[config.mk]
export PLATFORM = sky130hd
export DESIGN_NAME = decodeStage
export DESIGN_NICKNAME = d
export VERILOG_FILES = /design/src/hw/isaPkg.sv /design/src/hw/decodePkg.sv /design/src/hw/regReadIf.sv /design/src/hw/reqAckSlot.sv /design/src/hw/InstructionDecoder.sv /design/src/hw/registerFile.sv /design/src/hw/decodeStage.sv
export SDC_FILE = /design/constraint.sdc
export NUM_CORES = 1
export LEC_CHECK = 0
export ABC_CLOCK_PERIOD_IN_PS = 8200
export BUFFER_PORTS_ARGS = -buffer_cell sky130_fd_sc_hd__buf_2
export CAP_MARGIN = 25
export CORE_ASPECT_RATIO = 1.2
export CORE_MARGIN = 4
export CORE_UTILIZATION = 55
export DETAILED_ROUTE_END_ITERATION = 8
export PLACE_DENSITY_LB_ADDON = 0.15
export SLEW_MARGIN = 30
export SYNTH_ARGS = -nofsm -noshare
export SYNTH_HDL_FRONTEND = slang
export SYNTH_SLANG_ARGS = --single-unit
[constraint.sdc]
create_clock -name clk -period 8.2 [get_ports clk]
set_input_delay 1.64 -clock clk [delete_from_list [all_inputs] [get_ports clk]]
set_output_delay 1.64 -clock clk [all_outputs]
set_load 0.1 [all_outputs]
[src/hw/isaPkg.sv]
`default_nettype none

package isaPkg;

    // Major opcodes in instruction bits 15:12
    typedef enum logic [3:0] {
        ALU0       = 4'd0,
        ALU1       = 4'd1,
        COMPLEX    = 4'd2,
        MEMORY     = 4'd3,
        JAL_REG    = 4'd8,
        JAL_IMM    = 4'd9,
        BRANCH_REG = 4'd10,
        BRANCH_IMM = 4'd11,
        IMM_LOW    = 4'd12,
        IMM_MID    = 4'd13,
        UPPER_IMM  = 4'd14,
        IMM_NEG    = 4'd15
    } opcodeT;

    // Instruction word, MSB first
    typedef struct packed {
        opcodeT     opcode;
        logic [3:0] regA;
        logic [3:0] minor;
        logic [3:0] regB;
    } instrT;

    // One-hot functional-unit enable
    typedef logic [4:0] fuEnableT;

    localparam fuEnableT FuNone    = 5'b00000;
    localparam fuEnableT FuAlu0    = 5'b00001;
    localparam fuEnableT FuAlu1    = 5'b00010;
    localparam fuEnableT FuComplex = 5'b00100;
    localparam fuEnableT FuMemory  = 5'b01000;
    localparam fuEnableT FuBranch  = 5'b10000;

    // Writeback source select
    typedef enum logic [1:0] {
        WB_RESERVED    = 2'b00,
        WB_PC_PLUS_ONE = 2'b01,
        WB_ALU0_IMM    = 2'b10,
        WB_ALU1        = 2'b11
    } wbSourceT;

    // Minor opcode forced onto every immediate instruction
    localparam logic [3:0] ImmMinorOpcode = 4'd7;
    localparam logic [3:0] LinkRegister   = 4'd15;

endpackage

`default_nettype wire

[src/hw/decodePkg.sv]
`default_nettype none

package decodePkg;

    // Register file geometry
    localparam int RegCount = 16;

    typedef logic [$clog2(RegCount)-1:0] regAddrT;

    // Hardwired zero register
    localparam regAddrT ZeroReg = '0;

    // Control fields handed from the decoder to dispatch
    typedef struct packed {
        logic             tagRequest;
        isaPkg::fuEnableT fuEnable;
        isaPkg::wbSourceT wbSource;
        logic [3:0]       minorOpcode;

        logic             immediateEn;
        logic             upperImmediateEn;

        logic             regAReadEn;
        logic             regAWriteEn;
        regAddrT          regAAddr;

        logic             regBReadEn;
        regAddrT          regBAddr;

        // Flow control
        logic             branchStall;
        logic             jumpEn;
        logic             jumpAndLinkEn;
    } decodeCtrlT;

endpackage

`default_nettype wire

[src/hw/regReadIf.sv]
`timescale 1ns/1ns
`default_nettype none

interface regReadIf #(
    parameter int DataWidth = 16
);

    decodePkg::regAddrT   regAAddr;
    logic                 regAReadEn;
    decodePkg::regAddrT   regBAddr;
    logic                 regBReadEn;

    // Zero when the matching read enable is low
    logic [DataWidth-1:0] regAData;
    logic [DataWidth-1:0] regBData;

    modport decoder (
        output regAAddr, regAReadEn, regBAddr, regBReadEn,
        input  regAData, regBData
    );

    modport regFile (
        input  regAAddr, regAReadEn, regBAddr, regBReadEn,
        output regAData, regBData
    );

endinterface

`default_nettype wire

[src/hw/reqAckSlot.sv]
`timescale 1ns/1ns
`default_nettype none

module reqAckSlot #(
    parameter type PayloadT = logic [15:0]
) (
    input  logic    clk,
    input  logic    rstN,

    // Four-phase sink
    input  logic    upReq,
    output logic    upAck,
    input  PayloadT upData,

    // Four-phase source
    output logic    downReq,
    input  logic    downAck,
    output PayloadT downData
);

    typedef enum logic [1:0] {
        SlotEmpty,
        SlotFull,
        SlotHanded
    } slotStateT;

    slotStateT state;
    logic      capture;

    // New word only once the previous upstream ack has dropped
    assign capture = (state == SlotEmpty) && upReq && !upAck;

    always_ff @(posedge clk or negedge rstN) begin
        if (!rstN) begin
            upAck <= 1'b0;
        end else if (capture) begin
            upAck <= 1'b1;
        end else if (!upReq) begin
            upAck <= 1'b0;
        end
    end

    always_ff @(posedge clk or negedge rstN) begin
        if (!rstN) begin
            state   <= SlotEmpty;
            downReq <= 1'b0;
        end else begin
            case (state)
                SlotEmpty: begin
                    if (capture) begin
                        state <= SlotFull;
                    end
                end
                SlotFull: begin
                    // Req goes up the cycle after capture
                    if (!downReq) begin
                        downReq <= 1'b1;
                    end else if (downAck) begin
                        downReq <= 1'b0;
                        state   <= SlotHanded;
                    end
                end
                SlotHanded: begin
                    // Wait for the sink to finish its half
                    if (!downAck) begin
                        state <= SlotEmpty;
                    end
                end
                default: begin
                    state <= SlotEmpty;
                end
            endcase
        end
    end

    always_ff @(posedge clk) begin
        if (capture) begin
            downData <= upData;
        end
    end

    payloadStable: assert property (@(posedge clk) disable iff (!rstN)
        downReq |=> (!downReq || $stable(downData)))
        else $error("reqAckSlot payload changed while downReq high");

    ackNeedsReq: assert property (@(posedge clk) disable iff (!rstN)
        $rose(upAck) |-> $past(upReq))
        else $error("reqAckSlot raised upAck without upReq");

endmodule

`default_nettype wire

[src/hw/InstructionDecoder.sv]
`timescale 1ns/1ns
`default_nettype none

module InstructionDecoder #(
    parameter int DataWidth = 16
) (
    input  isaPkg::instrT         instr,
    output decodePkg::decodeCtrlT ctrl,
    output logic [DataWidth-1:0]  immediate,
    regReadIf.decoder             regRead
);

    decodePkg::regAddrT regAAddr;
    logic               isJumpLink;
    logic               isFlow;
    logic               upperAddrEn;
    logic               flowStall;
    logic               isListed;

    assign isJumpLink  = (instr.opcode == isaPkg::JAL_REG) || (instr.opcode == isaPkg::JAL_IMM);
    assign isFlow      = instr.opcode[3] && !instr.opcode[2];
    assign upperAddrEn = instr.opcode[3] && instr.opcode[0];

    // Opcodes 4 to 7 are unused and decode to nothing
    assign isListed    = instr.opcode[3] || !instr.opcode[2];

    // Register A address, link register wins over the aligned form
    always_comb begin
        if (isJumpLink) begin
            regAAddr = isaPkg::LinkRegister;
        end else if (upperAddrEn) begin
            regAAddr = {instr.regA[3:2], 2'b00};
        end else begin
            regAAddr = instr.regA;
        end
    end

    // Only meaningful for the four flow opcodes
    assign flowStall = (regAAddr != decodePkg::ZeroReg);

    always_comb begin
        ctrl = '0;
        case (instr.opcode)
            isaPkg::ALU0, isaPkg::ALU1: begin
                ctrl.fuEnable    = instr.opcode[0] ? isaPkg::FuAlu1 : isaPkg::FuAlu0;
                ctrl.wbSource    = instr.opcode[0] ? isaPkg::WB_ALU1 : isaPkg::WB_ALU0_IMM;
                ctrl.regAReadEn  = 1'b1;
                ctrl.regAWriteEn = 1'b1;
                ctrl.regBReadEn  = 1'b1;
            end
            isaPkg::COMPLEX, isaPkg::MEMORY: begin
                // Long-latency units need a result tag
                ctrl.tagRequest = 1'b1;
                ctrl.fuEnable   = instr.opcode[0] ? isaPkg::FuMemory : isaPkg::FuComplex;
                ctrl.regAReadEn = 1'b1;
                ctrl.regBReadEn = 1'b1;
            end
            isaPkg::JAL_REG, isaPkg::JAL_IMM, isaPkg::BRANCH_REG, isaPkg::BRANCH_IMM: begin
                ctrl.tagRequest  = flowStall;
                ctrl.fuEnable    = flowStall ? isaPkg::FuBranch : isaPkg::FuNone;
                ctrl.wbSource    = isJumpLink ? isaPkg::WB_PC_PLUS_ONE : isaPkg::WB_RESERVED;
                ctrl.immediateEn = instr.opcode[0];
                ctrl.regAReadEn  = 1'b1;
                ctrl.regAWriteEn = isJumpLink;
                ctrl.branchStall = flowStall;
            end
            isaPkg::UPPER_IMM: begin
                ctrl.wbSource         = isaPkg::WB_ALU0_IMM;
                ctrl.immediateEn      = 1'b1;
                ctrl.upperImmediateEn = 1'b1;
                ctrl.regAReadEn       = 1'b1;
                ctrl.regAWriteEn      = 1'b1;
            end
            isaPkg::IMM_LOW, isaPkg::IMM_MID, isaPkg::IMM_NEG: begin
                ctrl.wbSource    = isaPkg::WB_ALU0_IMM;
                ctrl.immediateEn = 1'b1;
                ctrl.regAWriteEn = 1'b1;
            end
            default: begin
                ctrl = '0;
            end
        endcase

        // Fields taken straight from the word
        if (isListed) begin
            ctrl.minorOpcode = ctrl.immediateEn ? isaPkg::ImmMinorOpcode : instr.minor;
            ctrl.regAAddr    = regAAddr;
            ctrl.regBAddr    = instr.regB;
        end

        ctrl.jumpEn        = isFlow && !ctrl.branchStall;
        ctrl.jumpAndLinkEn = isJumpLink && !ctrl.branchStall;
    end

    // Immediate form picked by opcode bits 1:0
    always_comb begin
        case (instr.opcode[1:0])
            2'b01: begin
                immediate = DataWidth'({instr.regA[1:0], instr.minor, instr.regB});
            end
            2'b10: begin
                immediate = DataWidth'({instr.minor, instr.regB, 8'h00});
            end
            2'b11: begin
                // Negative form, upper bits all ones
                immediate       = '1;
                immediate[9:0]  = {instr.regA[1:0], instr.minor, instr.regB};
            end
            default: begin
                immediate = DataWidth'({instr.minor, instr.regB});
            end
        endcase
    end

    assign regRead.regAAddr   = ctrl.regAAddr;
    assign regRead.regAReadEn = ctrl.regAReadEn;
    assign regRead.regBAddr   = ctrl.regBAddr;
    assign regRead.regBReadEn = ctrl.regBReadEn;

    always_comb begin
        fuOneHot: assert final ($onehot0(ctrl.fuEnable))
            else $error("InstructionDecoder fuEnable not one-hot");
    end

endmodule

`default_nettype wire

[src/hw/registerFile.sv]
`timescale 1ns/1ns
`default_nettype none

module registerFile #(
    parameter int DataWidth = 16
) (
    input  logic                 clk,
    input  logic                 rstN,

    // Writeback port
    input  logic                 wbEn,
    input  decodePkg::regAddrT   wbAddr,
    input  logic [DataWidth-1:0] wbData,

    regReadIf.regFile            regRead
);

    logic [DataWidth-1:0] regs [decodePkg::RegCount];
    logic                 wbHit;

    // Writes to r0 are dropped so it stays zero
    assign wbHit = wbEn && (wbAddr != decodePkg::ZeroReg);

    always_ff @(posedge clk or negedge rstN) begin
        if (!rstN) begin
            for (int i = 0; i < decodePkg::RegCount; i++) begin
                regs[i] <= '0;
            end
        end else if (wbHit) begin
            regs[wbAddr] <= wbData;
        end
    end

    // Combinational reads, no bypass from a same-cycle write
    always_comb begin
        if (regRead.regAReadEn) begin
            regRead.regAData = regs[regRead.regAAddr];
        end else begin
            regRead.regAData = '0;
        end
    end

    always_comb begin
        if (regRead.regBReadEn) begin
            regRead.regBData = regs[regRead.regBAddr];
        end else begin
            regRead.regBData = '0;
        end
    end

    wbAddrKnown: assert property (@(posedge clk) disable iff (!rstN)
        wbEn |-> !$isunknown(wbAddr))
        else $error("registerFile wbAddr unknown during writeback");

endmodule

`default_nettype wire

[src/hw/decodeStage.sv]
`timescale 1ns/1ns
`default_nettype none

module decodeStage #(
    parameter int DataWidth = 16
) (
    input  logic                  clk,
    input  logic                  rstN,

    // Instruction link
    input  logic                  inReq,
    output logic                  inAck,
    input  isaPkg::instrT         inInstr,

    // Dispatch link
    output logic                  outReq,
    input  logic                  outAck,
    output decodePkg::decodeCtrlT outCtrl,
    output logic [DataWidth-1:0]  outImmediate,
    output logic [DataWidth-1:0]  outRegAData,
    output logic [DataWidth-1:0]  outRegBData,

    // Writeback
    input  logic                  wbEn,
    input  decodePkg::regAddrT    wbAddr,
    input  logic [DataWidth-1:0]  wbData
);

    typedef struct packed {
        decodePkg::decodeCtrlT ctrl;
        logic [DataWidth-1:0]  immediate;
        logic [DataWidth-1:0]  regAData;
        logic [DataWidth-1:0]  regBData;
    } dispatchT;

    isaPkg::instrT         heldInstr;
    logic                  midReq;
    logic                  midAck;
    decodePkg::decodeCtrlT decodedCtrl;
    logic [DataWidth-1:0]  decodedImm;
    dispatchT              dispatchIn;
    dispatchT              dispatchOut;

    regReadIf #(.DataWidth(DataWidth)) regRead ();

    reqAckSlot #(.PayloadT(isaPkg::instrT)) inSlot (
        .clk      (clk),
        .rstN     (rstN),
        .upReq    (inReq),
        .upAck    (inAck),
        .upData   (inInstr),
        .downReq  (midReq),
        .downAck  (midAck),
        .downData (heldInstr)
    );

    InstructionDecoder #(.DataWidth(DataWidth)) i_InstructionDecoder (
        .instr     (heldInstr),
        .ctrl      (decodedCtrl),
        .immediate (decodedImm),
        .regRead   (regRead.decoder)
    );

    registerFile #(.DataWidth(DataWidth)) i_registerFile (
        .clk     (clk),
        .rstN    (rstN),
        .wbEn    (wbEn),
        .wbAddr  (wbAddr),
        .wbData  (wbData),
        .regRead (regRead.regFile)
    );

    // Operands join the decoded fields on the way to the output slot
    assign dispatchIn = '{
        ctrl:      decodedCtrl,
        immediate: decodedImm,
        regAData:  regRead.regAData,
        regBData:  regRead.regBData
    };

    reqAckSlot #(.PayloadT(dispatchT)) outSlot (
        .clk      (clk),
        .rstN     (rstN),
        .upReq    (midReq),
        .upAck    (midAck),
        .upData   (dispatchIn),
        .downReq  (outReq),
        .downAck  (outAck),
        .downData (dispatchOut)
    );

    assign outCtrl      = dispatchOut.ctrl;
    assign outImmediate = dispatchOut.immediate;
    assign outRegAData  = dispatchOut.regAData;
    assign outRegBData  = dispatchOut.regBData;

endmodule

`default_nettype wire

==> summary.txt <==
Cells and area
  – # fillers: 2416
  – Final Non-Filler Cells: ~1800
  – Nets: 1462
  – ANT cells: 0
  – Area grow syn2layout: 11.85%
  – Layout cell share with drive strength beyond 1: between 30 and 40%
  – Fin area: approximately 19000 um^2

Synth
  – Synth area leaders: dfrtp_1 39%, edfxtp_1 16%, mux2_2 16%
  – Post-Synth XOR/XNOR Area: 0%
  – Post-synthesis mux area share: 21.81%
  – Complex-gate fraction of the synthesized area: approximately 12%
  – Yosys reg bits: 356
  – Cells after Synth: 1375
  – Async S/R FF share, synth: roughly three quarters
  – Most frequent cell after synthesis: dfrtp_1
  – Syn Area/Cell: 12.42 um^2
  – Cell area after synthesis: approximately 17000 um^2
  – Largest family of logic cells by synthesized area: multiplexers
  – Adder-cell share of the synthesized area: 0%
  – Sequential area share after synthesis: between 50% and 60%
  – Syn Nets: roughly 1400
  – Netlist cell types: between 40 and 50
  – Synth Area in Simple Gates: under 10%
  – Post-synth EDFFs: between 90 and 100
  – Main synth FF type: dfrtp_1
  – Dominant cell type by area after synthesis: dfrtp_1
  – Synth Warn #: 0
  – Post-synth top cells: 264 x dfrtp_1, 240 x mux2_2, 142 x nand2_1
  – Top cell type's share of synthesized area: slightly below 40%

STA
  – Crit share post-route: between 40% and 50%
  – WHS: 0.4067 ns
  – Hold Vio Cnt, Final: 0
  – RSZ-0062 raised after global routing: false
  – Fin worst setup slack: 4.173 ns
  – Skew final: between 0.01 and 0.015 ns
  – Max Freq: ~250 MHz
  – Slew headroom: roughly a third
  – Final setup viols: 0
  – Tmin final: around 4.0 ns
  – Tightest Pin Transition: between 0.9 and 1 ns
  – Post-route setup TNS: 0 ns
  – Pins over their slew limit: 0

Clock network
  – Post-CTS setup buffer count: 0
  – Clock sinks: approximately 360
  – Clk root buf: clkbuf_16
  – Resized cells post-CTS: 0
  – CTS tree: done
  – Clock Tree Buf Depth: 3
  – Register clock-pin slew on the reported worst setup and hold paths: roughly 0.06 ns
  – Cts bufs inserted: 38
  – CTS Hold Bufs: 0
  – Worst-Skew Late Latency: roughly 0.53 ns
  – Max H-tree Level: 2

Worst setup path
  – Setup crit start kind: register
  – WP data required: between 8 and 9 ns
  – Worst Setup End Kind: register
  – CP arrival: between 4 and 5 ns
  – R2R setup slack: ~4.2 ns
  – Max Fanout on Critical Path: 69
  – Crit Path Class: register to register

Placed design
  – I/O Buffers: approximately 120
  – Dpl hpwl: 26720 um
  – Post-Place Cell Area: ~18000 um^2
  – GPL Wtd Cong: between 0.8 and 0.9
  – Cells after DPL: 1777
  – Pre-CTS setup slack: approximately 4.3 ns

Floorplan
  – Core area: 30570 um^2
  – Starting Density: 55.85%
  – Row count: 70
  – Chip height: roughly 200 um
  – Die area: 33940 um^2
  – Die Span X: roughly 170 um
  – Io pins: around 120

Drt
  – Antenna-violating nets left: 0
  – Via count: approximately 12000
  – Residual DRC: 0
  – Routed len/inst: between 20 and 30 um
  – Initial DRC count: roughly 1200
  – Router iterations before antenna repair: 8
  – Vias/cell: approximately 6.6
  – Post-Route WL: roughly 47000 um

Hold path
  – Hold Path Class: register to register

GRT
  – First-pass GRT wire length: 72480 um
  – Largest net degree at the start of global routing: 156
  – Number of global-route vias before repair: approximately 12000
  – Tot GR Track Use: 27.47%
  – Initial antenna violation count: 4
  – Grt ovf: 0

Pwr
  – Cell Pwr Density: about 360 nW/um^2
  – Max VDD drop: about 0.32 mV
  – Leakage power: approximately 8 nW

Run status
  – Outcome: finished clean

Job
  – Reported max-cap violation count: 0
[flip-flops by register name (all words and copies together), names as in the netlist]
signal	cells
inSlot.upAck	1
inSlot.downReq	1
i_registerFile.regs	256
inSlot.state	2
inSlot.downData	16
outSlot.upAck	1
outSlot.downData	76
outSlot.downReq	1
outSlot.state	2
[placed cells by master (no fill, tap or decap), types with 15 or more instances in the layout]
cell	Yosys	final
mux4_2	16	16
o21ai_0	70	70
nor2_1	24	15
clkbuf_16	0	41
a31oi_1	15	15
a311oi_1	45	45
buf_2	21	117
o221ai_1	81	81
mux2i_1	66	66
mux2_2	240	240
dfrtp_1	264	264
o22ai_1	47	47
edfxtp_1	92	92
buf_4	1	26
and2_1	26	25
or4_1	15	15
nand2_1	142	141
[where the power goes]
| group | leakage (nW) | switching [W] | total [W] | internal [W] |
|---|---|---|---|---|
| combinational | 3.20 | 0.00183 | 0.00253 | 0.000701 |
| clock | 0.621 | 0.000690 | 0.00167 | 0.000984 |
| sequential | 4.13 | 0.000319 | 0.00266 | 0.00234 |
| total | 7.95 | 0.00284 | 0.00686 | 0.00402 |
[stage by stage]
step | util [%] | total power (W)
final | 62.47 | 0.006863
after global routing | 62.47 | 0.007164
after CTS | 62.47 | 0.006893
after detailed placement | 58.44 | 0.005211
after global placement | 58.43 | 0.005158
after floorplan | - | 0.004640
[logic make-up after synthesis]
group	Yosys count
flops	356
mux	322
compound gates	290
simple gates	255
buf+inv	151
other cells	1
[path summary, 6_finish.rpt]
kind	start	cells after the start	end
hold / removal	i_registerFile.regs[249]	0	i_registerFile.regs[249]
hold reg to reg	i_registerFile.regs[249]	0	i_registerFile.regs[249]
max in group asynchronous	rstN	2	i_registerFile.regs[145]
setup / recovery	inSlot.downData[14]	7	outSlot.downData[14]
setup reg to reg	inSlot.downData[14]	7	outSlot.downData[14]
min in group asynchronous	rstN	1	outSlot.state[1]
[routing by layer]
layer	GRT usage, %	vias to the layer above	part of all wire [%]
met2	42.72	542	47
met4	9.684	2	3.6
li1	-	5290	-
met3	4.432	125	7.8
met1	39.47	6225	42
met5	0	-	0.015
[area by class of cell]
type	count	area [um^2]	share of cell area, %
sequential	356	9369	49.06
multi-input combinational	868	7136	37.37
clock buffer	57	1166	6.107
timing repair buffer	145	815.8	4.272
tap	396	495.5	2.595
clock inverter	13	67.56	0.3538
inverter	12	46.29	0.2424
[critical path: stages, from the launching register on]
cell and delay, ns:
edfxtp_1 0.73, nand2b_1 0.31, nand2_4 0.71, buf_4 0.85, mux2i_1 0.27, o21ai_0 0.10, mux4_2 0.49, and2_1 0.16
Note: power is estimated with default switching activity, not from simulation.
